--- src/nx_pkg.sv ---
// Link widths, configuration register map and shared struct types
package nx_pkg;

// Bus and word geometry
localparam int NX_BUS_WIDTH  = 8;
localparam int NX_DATA_WIDTH = 32;
// Chunks per word
localparam int NX_MAX_TICKS  = 4;
// Transmit FIFO entries
localparam int NX_FIFO_DEPTH = 2;
// Event counter width
localparam int NX_CNT_WIDTH  = 16;

// Configuration register map
localparam int NX_CFG_ADDR_WIDTH = 2;
localparam logic [NX_CFG_ADDR_WIDTH-1:0] NX_CFG_CTRL   = 2'd0;
localparam logic [NX_CFG_ADDR_WIDTH-1:0] NX_CFG_WORDS  = 2'd1;
localparam logic [NX_CFG_ADDR_WIDTH-1:0] NX_CFG_CHUNKS = 2'd2;
localparam logic [NX_CFG_ADDR_WIDTH-1:0] NX_CFG_DROPS  = 2'd3;

// Input word and FIFO entry, one strobe bit per bus chunk
typedef struct packed {
    logic [NX_DATA_WIDTH-1:0] data;
    logic [NX_MAX_TICKS-1:0]  strb;
} nx_tx_word_t;

// One transfer on the narrow bus
typedef struct packed {
    logic [NX_BUS_WIDTH-1:0] data;
    logic                    last;
} nx_bus_beat_t;

// Compacted word, count runs 1 to NX_MAX_TICKS
typedef struct packed {
    logic [NX_DATA_WIDTH-1:0]           data;
    logic [$clog2(NX_MAX_TICKS+1)-1:0] count;
} nx_rx_word_t;

// Control register, tx_enable in bit 0
typedef struct packed {
    logic send_all;
    logic tx_enable;
} nx_cfg_t;

// Single-cycle event pulses, word_sent in bit 0
typedef struct packed {
    logic word_dropped;
    logic chunk_sent;
    logic word_sent;
} nx_tx_events_t;

endpackage

--- src/nx_fifo.sv ---
// Synchronous circular-buffer FIFO with occupancy level and empty/full flags
`timescale 1ns/1ns

module nx_fifo #(
      parameter int DEPTH = 2
    , parameter int WIDTH = 32
) (
      input  logic                       clk_i
    , input  logic                       reset_i
    // Write side
    , input  logic [WIDTH-1:0]           wr_data_i
    , input  logic                       wr_push_i
    // Read side with the head entry always visible
    , output logic [WIDTH-1:0]           rd_data_o
    , input  logic                       rd_pop_i
    // Status
    , output logic [$clog2(DEPTH+1)-1:0] level_o
    , output logic                       empty_o
    , output logic                       full_o
);

// Storage array
logic [WIDTH-1:0]           mem_q [DEPTH];
logic [$clog2(DEPTH)-1:0]   wr_ptr_q;
logic [$clog2(DEPTH)-1:0]   rd_ptr_q;
logic [$clog2(DEPTH+1)-1:0] level_q;
logic                       do_push;
logic                       do_pop;

// Pointer increment with wrap at DEPTH
function automatic logic [$clog2(DEPTH)-1:0] next_ptr(input logic [$clog2(DEPTH)-1:0] ptr);
    if (ptr == DEPTH - 1) return '0;
    return ptr + 1'b1;
endfunction

assign empty_o   = (level_q == '0);
assign full_o    = (level_q == DEPTH);
assign level_o   = level_q;
assign rd_data_o = mem_q[rd_ptr_q];

// Ignore push when full and pop when empty
assign do_push = wr_push_i && !full_o;
assign do_pop  = rd_pop_i && !empty_o;

always_ff @(posedge clk_i) begin : s_store
    if (do_push) begin
        mem_q[wr_ptr_q] <= wr_data_i;
    end
end

always_ff @(posedge clk_i) begin : s_pointers
    if (reset_i) begin
        wr_ptr_q <= '0;
        rd_ptr_q <= '0;
        level_q  <= '0;
    end else begin
        if (do_push) wr_ptr_q <= next_ptr(wr_ptr_q);
        if (do_pop) rd_ptr_q <= next_ptr(rd_ptr_q);
        // Push and pop together leave the level unchanged
        case ({do_push, do_pop})
            2'b10:   level_q <= level_q + 1'b1;
            2'b01:   level_q <= level_q - 1'b1;
            default: level_q <= level_q;
        endcase
    end
end

endmodule

--- src/nx_transmitter.sv ---
// Transmitter: FIFO plus chunk-mask serializer driving the narrow bus
`timescale 1ns/1ns

module nx_transmitter
    import nx_pkg::*;
(
      input  logic          clk_i
    , input  logic          reset_i
    // Word interface
    , input  nx_tx_word_t   tx_word_i
    , input  logic          tx_valid_i
    , output logic          tx_ready_o
    // Steering from the config block
    , input  nx_cfg_t       cfg_i
    // Bus interface
    , output nx_bus_beat_t  bus_beat_o
    , output logic          bus_valid_o
    , input  logic          bus_ready_i
    // Event pulses back to the counters
    , output nx_tx_events_t events_o
);

nx_tx_word_t                     head_word;
logic                            fifo_empty;
logic                            fifo_full;
logic                            fifo_pop;
// Chunks of the head word still to send
logic [NX_MAX_TICKS-1:0]         mask_q;
logic [NX_MAX_TICKS-1:0]         start_mask;
logic [NX_MAX_TICKS-1:0]         mask_rest;
logic [$clog2(NX_MAX_TICKS)-1:0] chunk_idx;
logic                            head_start;
logic                            drop_word;
logic                            beat_done;

assign tx_ready_o = ~fifo_full;

// Send-all overrides the strobe
assign start_mask = cfg_i.send_all ? '1 : head_word.strb;

// Idle with a head word and enabled, so the mask gets loaded
assign head_start = ~|mask_q && !fifo_empty && cfg_i.tx_enable;
// Nothing to send, popped straight away
assign drop_word  = head_start && ~|start_mask;

// Lowest pending chunk goes out first
always_comb begin : c_chunk_sel
    chunk_idx = '0;
    for (int i = NX_MAX_TICKS - 1; i >= 0; i--) begin
        if (mask_q[i]) chunk_idx = ($clog2(NX_MAX_TICKS))'(i);
    end
end

// Mask with its lowest set bit cleared
assign mask_rest = mask_q & (mask_q - 1'b1);

// Beat held stable by the FIFO head until accepted
assign bus_valid_o     = |mask_q;
assign bus_beat_o.data = head_word.data[chunk_idx*NX_BUS_WIDTH +: NX_BUS_WIDTH];
assign bus_beat_o.last = ~|mask_rest;
assign beat_done       = bus_valid_o && bus_ready_i;

// Head leaves on its final beat or on drop
assign fifo_pop = (beat_done && bus_beat_o.last) || drop_word;

assign events_o.chunk_sent   = beat_done;
assign events_o.word_sent    = beat_done && bus_beat_o.last;
assign events_o.word_dropped = drop_word;

always_ff @(posedge clk_i) begin : s_mask
    if (reset_i) begin
        mask_q <= '0;
    end else if (head_start) begin
        mask_q <= start_mask;
    end else if (beat_done) begin
        mask_q <= mask_rest;
    end
end

// Transmit FIFO
nx_fifo #(
      .DEPTH(NX_FIFO_DEPTH        )
    , .WIDTH($bits(nx_tx_word_t))
) m_fifo (
      .clk_i    (clk_i                   )
    , .reset_i  (reset_i                 )
    , .wr_data_i(tx_word_i               )
    , .wr_push_i(tx_valid_i && tx_ready_o)
    , .rd_data_o(head_word               )
    , .rd_pop_i (fifo_pop                )
    , .level_o  (                        )
    , .empty_o  (fifo_empty              )
    , .full_o   (fifo_full               )
);

endmodule

--- src/nx_receiver.sv ---
// Receiver packing bus chunks upward from chunk 0 into a zero-filled word
`timescale 1ns/1ns

module nx_receiver
    import nx_pkg::*;
(
      input  logic         clk_i
    , input  logic         reset_i
    // Bus interface
    , input  nx_bus_beat_t bus_beat_i
    , input  logic         bus_valid_i
    , output logic         bus_ready_o
    // Word interface
    , output nx_rx_word_t  rx_word_o
    , output logic         rx_valid_o
    , input  logic         rx_ready_i
);

// Assembly register whose count doubles as the next slot
nx_rx_word_t asm_q;
// Complete word waiting for the consumer
logic        held_q;
logic        beat_take;
logic        word_take;
logic        word_end;
logic [$clog2(NX_MAX_TICKS)-1:0] slot;

// Stall the bus while a word is held
assign bus_ready_o = ~held_q;
assign beat_take   = bus_valid_i && bus_ready_o;
assign word_take   = held_q && rx_ready_i;

assign slot = asm_q.count[$clog2(NX_MAX_TICKS)-1:0];

// Last flag closes the word
assign word_end = bus_beat_i.last;

assign rx_word_o  = asm_q;
assign rx_valid_o = held_q;

// Cleared on consume so unused chunks read as zero
always_ff @(posedge clk_i) begin : s_assemble
    if (reset_i || word_take) begin
        asm_q <= '0;
    end else if (beat_take) begin
        asm_q.data[slot*NX_BUS_WIDTH +: NX_BUS_WIDTH] <= bus_beat_i.data;
        asm_q.count <= asm_q.count + 1'b1;
    end
end

// Hold flag
always_ff @(posedge clk_i) begin : s_hold
    if (reset_i) begin
        held_q <= 1'b0;
    end else if (word_take) begin
        held_q <= 1'b0;
    end else if (beat_take && word_end) begin
        // Valid on the cycle after last
        held_q <= 1'b1;
    end
end

endmodule

--- src/nx_link_cfg.sv ---
// Control register and clearable event counters behind a simple register port
`timescale 1ns/1ns

module nx_link_cfg
    import nx_pkg::*;
(
      input  logic                         clk_i
    , input  logic                         reset_i
    // Register port
    , input  logic                         cfg_wr_i
    , input  logic [NX_CFG_ADDR_WIDTH-1:0] cfg_addr_i
    , input  logic [31:0]                  cfg_wdata_i
    , output logic [31:0]                  cfg_rdata_o
    // Transmitter side
    , output nx_cfg_t                      cfg_o
    , input  nx_tx_events_t                events_i
);

nx_cfg_t                   ctrl_q;
// Index 0 words, 1 chunks, 2 drops, same order as the event bits
logic [NX_CNT_WIDTH-1:0]   cnt_q [$bits(nx_tx_events_t)];
logic [$bits(nx_tx_events_t)-1:0] cnt_clr;
logic [$bits(nx_tx_events_t)-1:0] cnt_inc;

assign cfg_o   = ctrl_q;
assign cnt_inc = events_i;

// Any write to a counter address clears it
assign cnt_clr[0] = cfg_wr_i && (cfg_addr_i == NX_CFG_WORDS);
assign cnt_clr[1] = cfg_wr_i && (cfg_addr_i == NX_CFG_CHUNKS);
assign cnt_clr[2] = cfg_wr_i && (cfg_addr_i == NX_CFG_DROPS);

// Enabled, not send-all out of reset
always_ff @(posedge clk_i) begin : s_ctrl
    if (reset_i) begin
        ctrl_q.tx_enable <= 1'b1;
        ctrl_q.send_all  <= 1'b0;
    end else if (cfg_wr_i && (cfg_addr_i == NX_CFG_CTRL)) begin
        ctrl_q <= nx_cfg_t'(cfg_wdata_i[$bits(nx_cfg_t)-1:0]);
    end
end

// Clear wins over a same-cycle event
always_ff @(posedge clk_i) begin : s_counters
    for (int i = 0; i < $bits(nx_tx_events_t); i++) begin
        if (reset_i || cnt_clr[i]) cnt_q[i] <= '0;
        else if (cnt_inc[i]) cnt_q[i] <= cnt_q[i] + 1'b1;
    end
end

// Zero-extended read-back
always_comb begin : c_read
    cfg_rdata_o = '0;
    case (cfg_addr_i)
        NX_CFG_CTRL:   cfg_rdata_o[$bits(nx_cfg_t)-1:0] = ctrl_q;
        NX_CFG_WORDS:  cfg_rdata_o[NX_CNT_WIDTH-1:0] = cnt_q[0];
        NX_CFG_CHUNKS: cfg_rdata_o[NX_CNT_WIDTH-1:0] = cnt_q[1];
        NX_CFG_DROPS:  cfg_rdata_o[NX_CNT_WIDTH-1:0] = cnt_q[2];
        default:       cfg_rdata_o = '0;
    endcase
end

endmodule

--- src/nx_link_top.sv ---
// Link top: config block, transmitter and receiver joined by the internal bus
`timescale 1ns/1ns

module nx_link_top
    import nx_pkg::*;
(
      input  logic                         clk_i
    , input  logic                         reset_i
    // Word input
    , input  nx_tx_word_t                  tx_word_i
    , input  logic                         tx_valid_i
    , output logic                         tx_ready_o
    // Word output
    , output nx_rx_word_t                  rx_word_o
    , output logic                         rx_valid_o
    , input  logic                         rx_ready_i
    // Register port
    , input  logic                         cfg_wr_i
    , input  logic [NX_CFG_ADDR_WIDTH-1:0] cfg_addr_i
    , input  logic [31:0]                  cfg_wdata_i
    , output logic [31:0]                  cfg_rdata_o
);

// Internal narrow bus
nx_bus_beat_t  bus_beat;
logic          bus_valid;
logic          bus_ready;
// Steering and events
nx_cfg_t       link_cfg;
nx_tx_events_t tx_events;

nx_link_cfg m_cfg (
      .clk_i      (clk_i      )
    , .reset_i    (reset_i    )
    , .cfg_wr_i   (cfg_wr_i   )
    , .cfg_addr_i (cfg_addr_i )
    , .cfg_wdata_i(cfg_wdata_i)
    , .cfg_rdata_o(cfg_rdata_o)
    , .cfg_o      (link_cfg   )
    , .events_i   (tx_events  )
);

nx_transmitter m_tx (
      .clk_i      (clk_i     )
    , .reset_i    (reset_i   )
    , .tx_word_i  (tx_word_i )
    , .tx_valid_i (tx_valid_i)
    , .tx_ready_o (tx_ready_o)
    , .cfg_i      (link_cfg  )
    , .bus_beat_o (bus_beat  )
    , .bus_valid_o(bus_valid )
    , .bus_ready_i(bus_ready )
    , .events_o   (tx_events )
);

nx_receiver m_rx (
      .clk_i      (clk_i     )
    , .reset_i    (reset_i   )
    , .bus_beat_i (bus_beat  )
    , .bus_valid_i(bus_valid )
    , .bus_ready_o(bus_ready )
    , .rx_word_o  (rx_word_o )
    , .rx_valid_o (rx_valid_o)
    , .rx_ready_i (rx_ready_i)
);

endmodule

--- config.mk ---
export PLATFORM = sky130hd
export DESIGN_NAME = nx_link_top
export DESIGN_NICKNAME = d
export VERILOG_FILES = /design/src/nx_pkg.sv /design/src/nx_fifo.sv /design/src/nx_transmitter.sv /design/src/nx_receiver.sv /design/src/nx_link_cfg.sv /design/src/nx_link_top.sv
export SDC_FILE = /design/constraint.sdc
export NUM_CORES = 1
export LEC_CHECK = 0
export ABC_AREA = 1
export BUFFER_PORTS_ARGS = -buffer_cell sky130_fd_sc_hd__buf_2
export CAP_MARGIN = 20
export CORE_AREA = 2 2 136 138
export DETAILED_ROUTE_END_ITERATION = 8
export DIE_AREA = 0 0 138 140
export GPL_TIMING_DRIVEN = 0
export PLACE_DENSITY_LB_ADDON = 0.3
export REMOVE_ABC_BUFFERS = 1
export SETUP_SLACK_MARGIN = 0.15
export SLEW_MARGIN = 20
export SYNTH_ARGS = -nofsm -noshare
export SYNTH_HDL_FRONTEND = slang
export SYNTH_HIERARCHICAL = 1
export SYNTH_SLANG_ARGS = --single-unit
--- constraint.sdc ---
create_clock -name clk_i -period 6.25 [get_ports clk_i]
set_input_delay 0.9375 -clock clk_i [delete_from_list [all_inputs] [get_ports clk_i]]
set_output_delay 0.9375 -clock clk_i [all_outputs]
set_load 0.03 [all_outputs]
Word level (Yosys, flattened, before mapping)

Memory sizes are Yosys's and may differ from the RTL's. A register that Yosys moved wholly into a read port is not among the register bits.
Index checks and enable logic that the tools add are counted.

Logic and storage cells: 110
Bits in latches: 0
Input port bits: 75
Bits in registers: 46
ROM bits: 0
Memories kept: 2
Output and inout bits: 69
Bits in writable memories: 120

Shifts and indexed selects: 3
$lt $le $gt $ge: 0
Multiplexer cells: 43
Multipliers: 0
Div/mod/pow operators: 0
Reduce and logical (&&, ||, !) cells: 31
Bitwise logic cells: 6
$add $sub $neg: 10
Equality and inequality tests: 6

Memories:

| memory            | depth | width | rd ports | clocked after memory_dff | write ports | line              | source |
|---|---|---|---|---|---|---|---|
| m_tx.m_fifo.mem_q | 2     | 36    | 1        | 1                        | 1           | nx_fifo.sv:23     | `logic [WIDTH-1:0] mem_q [DEPTH];` |
| m_cfg.cnt_q       | 3     | 16    | 3        | 0                        | 3           | nx_link_cfg.sv:21 | `logic [NX_CNT_WIDTH-1:0] cnt_q [$bits(nx_tx_events_t)];` |

Operators with widths:

| kind                                                                    | number |
|---|---|
| 16-bit by 1-bit adder with 16-bit output, second input constant         | 3 |
| 16-bit two-way mux                                                      | 3 |
| 14-bit case mux with 3 select lines                                     | 1 |
| 5-bit negation with 34-bit output                                       | 1 |
| 8-bit by 34-bit variable shift with 32-bit output, first input constant | 1 |
| 8-bit by 34-bit indexed part select with 32-bit output                  | 1 |
| 32-bit bitwise mux                                                      | 1 |
| 32-bit by 6-bit indexed part select with 8-bit output                   | 1 |
| 1-bit two-way mux                                                       | 29 |
| 1-bit logical AND                                                       | 13 |
| 4-bit two-way mux                                                       | 3 |
| 4-bit OR reduction                                                      | 3 |
| 2-bit == test, second input constant                                    | 4 |
| 2-bit two-way mux                                                       | 4 |
| 2-bit case mux with 4 select lines                                      | 1 |
| 1-bit logical NOT                                                       | 5 |
| 1-bit logical OR                                                        | 5 |
| 4-bit bitwise AND                                                       | 1 |
| 2-bit by 1-bit == test with 1-bit output, second input constant         | 2 |
| 2-bit logical NOT                                                       | 2 |
| 2-bit case mux with 2 select lines                                      | 1 |
| 2-bit nonzero test                                                      | 2 |
| 4-bit by 1-bit subtractor with 4-bit output, second input constant      | 1 |
| 3-bit by 1-bit adder with 3-bit output, second input constant           | 1 |
| other kinds (6)                                                         | 10 |

Longest topological paths before layout

Gate-level depths: netlist (run 1).

Word-level depth: 12
Mapped depth: 16
Gate-level depth less buffers: 14

Cells and area by module

Netlist (run 1), hierarchy kept.

By module, submodules not included:

| module         | sequential area each (um2) | cells an instance | instances | area an instance (um2) |
|---|---|---|---|---|
| nx_link_cfg    | 1,481.4                    | 463               | 1         | 3,472.1 |
| nx_fifo        | 2,262.2                    | 152               | 1         | 2,996.6 |
| nx_receiver    | 720.7                      | 204               | 1         | 1,599.0 |
| nx_transmitter | 80.1                       | 136               | 1         | 729.4 |

Worst setup path before layout (run 1)

OpenSTA, ideal clock, no wires.

Path kind: input to register
Start point: in tx_valid_i
End point: mem m_tx/m_fifo/mem_q[0][0] in the netlist's numbering, enable pin
Setup time: 0.429 ns
Cell stages on the path: 6
Buffers on the path: 0
Required time: 5.821 ns
Path slack: 3.005 ns
Data arrival time: 2.816 ns
Cells stage by stage: inv_1 > nor2_1 > inv_1 > nor2_1 > inv_1 > nor2_1

Word-level cells in the longest chain between the ends: 4

Ends and longest elaborated chain:

| element                                 | line                 | source |
|---|---|---|
| start: declaration                      | nx_link_top.sv:11    | `, input logic tx_valid_i` |
| 1-bit logical AND                       | nx_transmitter.sv:88 | `, .wr_push_i(tx_valid_i && tx_ready_o)` |
| 1-bit logical AND                       | nx_fifo.sv:42        | `assign do_push = wr_push_i && !full_o;` |
| 1-bit two-way mux                       | nx_fifo.sv:46        | `if (do_push) begin` |
| 1-bit two-way mux (implied by the code) | nx_fifo.sv:47        | `mem_q[wr_ptr_q] <= wr_data_i;` |
| end: declaration                        | nx_fifo.sv:23        |  |

Every way passes these cells.

Final worst setup path (run 1)

Start point: in cfg_addr_i[0]
End point: out cfg_rdata_o[5]

Word-level cells in the longest chain between the ends: 2
Elaborated cells between the ends (all ways): 4
Classes of those cells: 3 x eq/ne; 1 x mux

Ends and longest elaborated chain:

| element                                                                          | line              | source |
|---|---|---|
| start: declaration                                                               | nx_link_top.sv:19 | `, input logic [NX_CFG_ADDR_WIDTH-1:0] cfg_addr_i` |
| 2-bit == test / 2-bit by 1-bit == test with 1-bit output (equally long branches) | nx_link_cfg.sv:54 | `case (cfg_addr_i)` |
| 14-bit case mux with 3 select lines *                                            | nx_link_cfg.sv:54 |  |
| end: declaration                                                                 | nx_link_top.sv:21 | `, output logic [31:0] cfg_rdata_o` |

Mark *: on every way between the ends. The rest lies on a longest branch, timed or not.

==> impl_metrics.yaml, run 1 <==
logic_synthesis:
  synth_area_um2: 8797
  ys_seq_area_share_pct: 51.66
  yosysWarnings: 6
  avgSynthCellArea_um2: 9.212
  synth_top_area_share_pct: 40.96
  syn-instance-count: 955
  synth_largest_area_cell: "edfxtp_1"
  synthDistinctLibCells: 46
  synth_edf_count: 120
  synthTopCellsByCount: "261 x nand2_1, 120 x edfxtp_1, 107 x nor2_1"
  yosys-top-cells-area: "edfxtp_1 41%, nand2_1 11%, dfxtp_1 11%"
  ys_ff_latch: 167
  async_flop_share_pct: 0
  synth_most_common_cell: "nand2_1"
  ys.flop_type: "edfxtp_1"
worst_setup_path:
  critPathMaxStageDelay_ns: 0.30
  cp_num_buf_inv: 3
  cp-start-kind: "primary input"
  critPathSlowestCell: "nand2_1"
  r2r_cells: 8
  crit_family: "buffers and inverters"
  worstSetupPathType: "in -> out"
  crit_path_max_fanout: 11
  worstPathRequired_ns: 5.31
  critical_path_arrival_ns: 2.04
  timing.rr.end: "m_cfg/cnt_q[2][10]"
  r2r_slack_ns: 3.73
  end_kind: "output port"
  path_cells: "buf_2 -> nand2_1 -> inv_1 -> nand2_1 -> o221ai_1 -> buf_2"
route:
  drt_wl_total_mm: 18.23
  drt_first_pass_iters: 5
  drc: 0
  vias: 6441
  drtAntennaViolNets: 0
  avgRoutedWirePerCell_um: 14.08
  viasPerCell: 4.974
  drt_iter0_markers: 434
layout:
  stdcell_area_um2: 10000
  antenna_cells: 0
  nFillCells: 1579
  multiInputGateArea_um2: 3555
  drive_gt1_share_pct: 23.36
  seq_area_um2: 4546
  nets: 1139
  area_delta_synth_final_pct: 13.70
timing:
  worstMarginPinSlew_ns: 1.078
  setup_violations: 0
  whs_ns: 0.4639
  slew_headroom_pct: 28.06
  fin_crit_ns: 2.978
  drv_slew: 0
  setup-tns-final_ns: 0
  min_period_over_period_pct: 47.65
  fin_skew_ns: 0.009390
  hold_viol: 0
  rsz0062_at_grt: "false"
  fmax_mhz: 335.8
clock_tree:
  numClockSinks: 167
  hold_buffers: 0
  path_clk_slew_ns: 0.07
  cts_resized: 0
  cts_tree: "yes"
  cts_setup_buffers: 0
  cts_made_buffers: 17
  htreeDepth: 4
  cts-root-buf: "clkbuf_16"
  clk_latency_ns: 0.42
  cts_buffer_depth: 2
hold_path:
  holdCritStartpoint: "m_rx/rx_word_o[30]"
  hold_depth: 2
  hold_path.class: "reg -> reg"
  min_to: "m_rx/rx_word_o[30]"
die:
  row_count: 49
  ioPinCount: 144
  start_util_pct: 49.48
  fp.dieW_um: 138
  die_y_um: 140
  core_um2: 17780
  dieArea_um2: 19320
outcome:
  status: "finished clean"
grt:
  overflow: 0
  grt_pass1_vias: 5909
  grt_max_degree: 34
  antenna_found_initial: 0
  track_usage_pct: 18.46
  grt_pass1_wl_mm: 28.99
power:
  fin_total_pwr_w: 0.004516
  power_frac_comb_pct: 39.2
  p_sw_share_pct: 40.60
  p_leak_nw: 4.147
  max-vdd-ir-drop_v: 0.0002230
  power_frac_seq_pct: 37.7
  p_int_w: 0.002683
  powerDensity_nw_per_um2: 451.5
  clkPwrFrac_pct: 23.1
  switching_power_w: 0.001833
job:
  drv_cap: 0
place:
  place_area_um2: 9420
  dp_hpwl_mm: 13.19
  gp_congestion: 0.8619
  numPortBuffers: 97
==> power groups by stage <==
stage	combinational [W]	clock (W)	sequential, W
floorplan	0.00125	0	0.00175
global placement	0.00165	0	0.00178
detailed placement	0.00178	0	0.00172
CTS	0.00178	0.00106	0.00170
global route	0.00196	0.00111	0.00173
finish	0.00177	0.00105	0.00170
==> worst register-to-register path: cells and delay by family (launching register included) <==
kind	cells	cell delay (ns)
simple gates	4	1.02
flops	1	0.37
mux	1	0.33
buf+inv	3	0.43
==> placed cells by master, fill, tap and decap left out, drive strengths merged, types with 2 or more instances in the layout <==
| master | instances |
|---|---|
| nand4 | 8 |
| nand3 | 49 |
| nor2 | 126 |
| clkinv | 3 |
| a21oi | 56 |
| clkbuf | 18 |
| xor2 | 5 |
| o21ai | 19 |
| inv | 127 |
| or2 | 3 |
| mux2 | 36 |
| o21bai | 2 |
| nand2 | 279 |
| ha | 10 |
| nor3 | 16 |
| buf | 101 |
| o211ai | 2 |
| dfxtp | 47 |
| nand3b | 9 |
| edfxtp | 120 |
| conb | 16 |
| o221ai | 8 |
==> layer usage <==
metal | wire length [um] | up-vias | GRT usage (%)
li1 | - | 3302 | -
met1 | 8740 | 2990 | 25.40
met2 | 8615 | 138 | 30.28
met3 | 745 | 11 | 4.239
met4 | 127 | 0 | 3.652
met5 | 0 | - | 0
==> how the worst max path moves through the flow <==
| stage | from | slack (ns) | endpoint | depth (start not counted) |
|---|---|---|---|---|
| after detailed placement | cfg_addr_i[0] | 3.28 | cfg_rdata_o[8] | 7 |
| after global routing | cfg_addr_i[0] | 3.20 | cfg_rdata_o[7] | 7 |
| after CTS | cfg_addr_i[0] | 3.28 | cfg_rdata_o[8] | 7 |
| final | cfg_addr_i[0] | 3.27 | cfg_rdata_o[5] | 6 |
| after global placement | tx_valid_i | 2.04 | m_tx/m_fifo/mem_q[0][11] | 7 |
| after floorplan | tx_valid_i | 3.00 | m_tx/m_fifo/mem_q[0][0] | 6 |
==> sequential cells by signal (all words and copies together), names as in the netlist, named ones only <==
signal	count
m_tx/m_fifo/wr_ptr_q	1
m_tx/m_fifo/rd_ptr_q	1
m_cfg/cfg_o	2
m_cfg/cnt_q	48
m_tx/mask_q	4
m_rx/rx_valid_o	1
m_rx/rx_word_o	35
m_tx/m_fifo/mem_q	72
m_tx/m_fifo/level_o	2
==> final cells by class <==
cell class,count,share of cell area [%]
clock inverter,13,1.526
clock buffer,18,4.291
tap,229,2.865
sequential,167,45.45
inverter,118,4.453
timing repair buffer,101,5.879
multi-input combinational,649,35.54
==> kinds of logic after synthesis <==
group	count (synthesis)	share of synthesized area, %
AO/OA/AOI/OAI	89	6.429
XOR/XNOR	6	0.5974
adder cells (fa/ha/maj)	10	1.422
buffers and inverters	154	8.662
flip-flops	167	51.66
multiplexers	36	5.888
other	1	0.04263
AND/OR/NAND/NOR	492	25.30
==> metrics by stage <==
step	util, %	cells	worst slack [ns]
2_1_floorplan	-	934	3.005
3_3_place_gp	52.36	1260	2.040
3_5_place_dp	52.98	1264	3.277
4_1_cts	56.26	1295	3.280
5_1_grt	56.26	1295	3.196
6_report	56.26	1295	3.272
(Power assumes the default switching activity.)
==> run 2: changes to the inputs <==
Clock period 6.25 ns to 2.7 ns, I/O delays scaled along.
==> impl_metrics.yaml, run 2 (same netlist as run 1, synthesis figures left out) <==
die:
  ioPinCount: 144
  fp.dieW_um: 138
  start_util_pct: 49.48
  core_um2: 17780
  die_y_um: 140
  dieArea_um2: 19320
  row_count: 49
clock_tree:
  cts_buffer_depth: 2
  clk_latency_ns: 0.42
  cts_tree: "yes"
  cts-root-buf: "clkbuf_16"
  cts_setup_buffers: 0
  cts_resized: 0
  htreeDepth: 4
  cts_made_buffers: 17
  hold_buffers: 0
  path_clk_slew_ns: 0.07
  numClockSinks: 167
timing:
  worstMarginPinSlew_ns: 1.068
  setup_violations: 0
  slew_headroom_pct: 28.69
  fmax_mhz: 409.3
  fin_crit_ns: 2.443
  rsz0062_at_grt: "true"
  drv_slew: 0
  hold_viol: 0
  min_period_over_period_pct: 90.48
  fin_skew_ns: 0.009290
power:
  fin_total_pwr_w: 0.01046
  p_leak_nw: 4.147
  max-vdd-ir-drop_v: 0.0005169
  powerDensity_nw_per_um2: 1045
grt:
  grt_max_degree: 34
  grt_pass1_vias: 5909
  track_usage_pct: 18.46
  overflow: 0
  antenna_found_initial: 0
  grt_pass1_wl_mm: 28.99
layout:
  nets: 1139
  nFillCells: 1580
  drive_gt1_share_pct: 23.55
  final_cell_mix: "260 x nand2_1, 120 x edfxtp_1, 105 x nor2_1"
  area_delta_synth_final_pct: 13.75
  regMostFlops: "m_tx/m_fifo/mem_q"
  antenna_cells: 0
  largest_reg_flops: 72
  layout_commonest_cell: "nand2_1"
  stdcell_area_um2: 10010
place:
  gp_congestion: 0.8619
  dp_hpwl_mm: 13.19
  numPortBuffers: 97
  place_area_um2: 9420
worst_setup_path:
  cp-start-kind: "register"
  worstSetupPathType: "reg -> reg"
  critical_path_arrival_ns: 2.80
  end_kind: "register"
  worstPathRequired_ns: 3.06
  crit_path_max_fanout: 22
route:
  vias: 6454
  drtAntennaViolNets: 0
  drt_first_pass_iters: 4
  avgRoutedWirePerCell_um: 14.09
  viasPerCell: 4.984
  drt_iter0_markers: 466
  drc: 0
  drt_wl_total_mm: 18.25
job:
  drv_cap: 0
outcome:
  status: "finished clean"
hold_path:
  hold_path.class: "in -> reg"
  holdCritStartpoint: "tx_word_i[28]"
[run 2: worst max-delay path, cell delays in order, from the launching register on]
cell and delay [ns]:
dfxtp_2 0.37, buf_12 0.22, mux2_4 0.33, or2_1 0.22, nor3_1 0.17, nand2_1 0.10
o21ai_1 0.10, inv_1 0.07, nor2_2 0.17, ha_1 0.28, inv_1 0.08, nand2_1 0.05
nor2_1 0.09, nor2_1 0.05, nor2_1 0.09
[run 2: where the power goes]
group          internal (W)  switching [W]
Sequential          0.00348       0.000455
Clock               0.00132        0.00110
Combinational       0.00141        0.00270
[run 2: final cells by class]
cell class / instances / area [um2] / share of cell area, %
clock buffer: 18 / 429.2 / 4.289
tap: 229 / 286.5 / 2.863
clock inverter: 13 / 152.6 / 1.525
sequential: 167 / 4546 / 45.42
inverter: 118 / 445.4 / 4.451
timing repair buffer: 101 / 588.1 / 5.876
multi-input combinational: 649 / 3560 / 35.57
[run 2: layer usage]
layer | global-route usage (%) | vias to the layer above | share of wire [%]
met3 | 4.239 | 11 | 4.4
met2 | 30.28 | 142 | 47
li1 | - | 3303 | -
met5 | 0 | - | 0
met4 | 3.652 | 0 | 0.70
met1 | 25.40 | 2998 | 48
[run 2: path summary, 6_finish.rpt]
check                                  end  slack [ns]  cells past startpoint
hold / removal    m_tx/m_fifo/mem_q[1][28]        0.17                      1
setup reg to reg    m_tx/m_fifo/level_o[1]        0.26                     14
hold reg to reg         m_rx/rx_word_o[30]        0.46                      2
setup / recovery    m_tx/m_fifo/level_o[1]        0.26                     14
[run 2: stage by stage]
stage	TNS [ns]	worst slack (ns)	instances	hold slack (ns)	utilization (%)
3_3_place_gp	-77.75	-1.102	1260	0.4518	52.36
2_1_floorplan	-10.16	-0.4351	934	0.4641	-
6_report	0	0.2570	1295	0.1711	56.28
5_1_grt	0	0.04892	1295	0.1526	56.28
4_1_cts	0	0.1578	1295	0.1541	56.26
3_5_place_dp	0	0.1745	1264	0.4562	52.98
==> run 3: changes to the inputs <==
Settings changed: CORE_AREA 2 2 136 138 to 2 2 129 131, DIE_AREA 0 0 138 140 to 0 0 131 133, PLACE_DENSITY set to 0.75, PLACE_DENSITY_LB_ADDON 0.3 to not set, SYNTH_HIERARCHICAL 1 to not set.
==> impl_metrics.yaml, run 3 <==
timing:
  hold_viol: 0
  worstMarginPinSlew_ns: 0.7440
  min_period_over_period_pct: 85.85
  fmax_mhz: 431.4
  setup_violations: 0
  drv_slew: 0
  fin_crit_ns: 2.318
  fin_skew_ns: 0.007257
  worst_slack_ns: 0.3820
  rsz0062_at_grt: "true"
  slew_headroom_pct: 50.23
  setup-tns-final_ns: 0
logic_synthesis:
  ys.flop_type: "edfxtp_1"
  synth_area_um2: 7868
  synth_largest_area_cell: "edfxtp_1"
  synth_most_common_cell: "nand2_1"
  synth_edf_count: 120
  synthTopCellsByCount: "221 x nand2_1, 120 x edfxtp_1, 116 x nor2_1"
  syn-instance-count: 875
  synthDistinctLibCells: 40
  synth_top_area_share_pct: 45.80
  yosysWarnings: 0
  avgSynthCellArea_um2: 8.991
  ys_seq_area_share_pct: 57.76
  yosys-top-cells-area: "edfxtp_1 46%, dfxtp_1 12%, nand2_1 11%"
  ys_ff_latch: 167
  async_flop_share_pct: 0
power:
  p_sw_share_pct: 41.13
  power_frac_comb_pct: 35.3
  clkPwrFrac_pct: 24.4
  switching_power_w: 0.003891
  powerDensity_nw_per_um2: 1036
  p_int_w: 0.005571
  p_leak_nw: 3.699
  power_frac_seq_pct: 40.3
  max-vdd-ir-drop_v: 0.0005495
die:
  start_util_pct: 48.65
  dieArea_um2: 17420
  ioPinCount: 144
  die_y_um: 133
  row_count: 47
  core_um2: 16170
  fp.dieW_um: 131
worst_setup_path:
  worstSetupPathType: "reg -> reg"
  cp_num_buf_inv: 1
  end_kind: "register"
  worstPathRequired_ns: 3.05
  crit_family: "simple AND/OR/NAND/NOR gates"
  critPathMaxStageDelay_ns: 0.50
  critical_path_arrival_ns: 2.67
  cp-start-kind: "register"
  crit_path_max_fanout: 17
  cpMostUsedCell: "nand2_1"
  critPathSlowestCell: "nand2_2"
  path_cells: "inv_1 -> nand2_1 -> nand2_1 -> nand2_2 -> nand2_1 -> nand3_1 -> nand2_1 -> nor2_1 -> nand3_1 -> a21oi_1"
grt:
  grt_max_degree: 37
  met3_usage_pct: 4.691
  grt_pass1_wl_mm: 27.63
  antenna_found_initial: 0
  grt_pass1_vias: 5754
  track_usage_pct: 20.53
  overflow: 0
  grtUsageMet2_pct: 35.20
  grt_busiest_layer: "met2"
  grtUsageMet1_pct: 25.25
place:
  dp_hpwl_mm: 11.95
  numPortBuffers: 97
  gp_congestion: 0.8706
  place_ws_ns: -1.201
layout:
  layout_commonest_cell: "nand2_1"
  antenna_cells: 0
  regMostFlops: "m_tx.m_fifo.mem_q"
  nets: 1057
  largest_reg_flops: 72
  final_cell_mix: "220 x nand2_1, 120 x edfxtp_1, 112 x nor2_1"
  area_delta_synth_final_pct: 16.13
  drive_gt1_share_pct: 16.45
clock_tree:
  htreeDepth: 4
  clk_latency_ns: 0.43
  cts_made_buffers: 17
  cts_buffer_depth: 2
  cts-root-buf: "clkbuf_16"
  hold_buffers: 0
  cts_tree: "yes"
  path_clk_slew_ns: 0.07
  numClockSinks: 167
route:
  drt_iter0_markers: 438
  drtAntennaViolNets: 0
  drt_wl_total_mm: 17.32
  avgRoutedWirePerCell_um: 14.37
  viasPerCell: 5.113
  drt_first_pass_iters: 5
  vias: 6161
  drc: 0
job:
  drv_cap: 0
outcome:
  status: "finished clean"
hold_path:
  hold_path.class: "in -> reg"
## run 3: changes by cell type after synthesis, sizes merged, moves of 7 or more
cell    delta
clkbuf    +11
mux2      -36
nand3b     -9
buf        -9
a21oi      +7
o21ai      +7
nand2     -54
inv       -38
nand3     +29
## run 3: power by group through the flow
stage | Combinational, W | Sequential (W) | Clock (W)
4_1_cts | 0.00329 | 0.00384 | 0.00233
3_5_place_dp | 0.00320 | 0.00391 | 0
3_3_place_gp | 0.00310 | 0.00391 | 0
2_1_floorplan | 0.00218 | 0.00391 | 0
5_1_grt | 0.00376 | 0.00389 | 0.00244
6_report | 0.00334 | 0.00382 | 0.00231
## run 3: worst paths after layout
kind                     startpoint                       end  slack, ns  cells past startpoint
hold / removal        tx_word_i[26]  m_tx.m_fifo.mem_q[1][26]       0.16                      1
setup reg to reg     m_tx.mask_q[2]        m_rx.rx_word_o[16]       0.38                     10
hold reg to reg   m_rx.rx_word_o[5]         m_rx.rx_word_o[5]       0.47                      2
setup / recovery     m_tx.mask_q[2]        m_rx.rx_word_o[16]       0.38                     10
## run 3: per-layer routing
layer	part of all wire [%]	routed length, um
met3	5.5	951
met4	1.9	334
met1	42	7309
met2	50	8722
met5	0	0
## run 3: worst register-to-register path, cell delays in order, from the launching register on
cell	delay (ns)
dfxtp_1	0.38
inv_1	0.05
nand2_1	0.05
nand2_1	0.41
nand2_2	0.50
nand2_1	0.09
nand3_1	0.13
nand2_1	0.11
nor2_1	0.24
nand3_1	0.14
a21oi_1	0.15
## run 3: cell families after synthesis
group	after synthesis	synth area share (%)
compound gates	112	8.254
other cells	1	0.04766
xor+xnor	5	0.5566
fa+ha+maj	10	1.590
simple gates	461	24.95
buf+inv	119	6.838
flops	167	57.76
## run 3: timing repair
item                       4_1_cts  5_1_grt
hold endpoints to repair         0        0
gates resized for setup          4        6
setup endpoints to repair       70       56
setup buffers                    1        1
## run 3: area by class of cell
type	count	area, um2
timing repair buffer	101	569.3
fill	1432	7036
inverter	81	316.6
multi-input combinational	604	2868
clock buffer	18	429.2
tap	220	275.3
clock inverter	14	128.9
sequential	167	4549
## run 3: through the flow
| step | hold slack [ns] | utilization, % | power, W | cell area (um2) | cells |
|---|---|---|---|---|---|
| CTS | 0.1446 | 56.35 | 0.009455 | 9112 | 1204 |
| finish | 0.1583 | 56.50 | 0.009462 | 9136 | 1205 |
| global placement | 0.4505 | 52.26 | 0.007012 | 8451 | 1169 |
| detailed placement | 0.4567 | 52.71 | 0.007119 | 8524 | 1171 |
| global route | 0.1430 | 56.50 | 0.01009 | 9136 | 1205 |
| floorplan | 0.4518 | - | 0.006093 | 7690 | 852 |
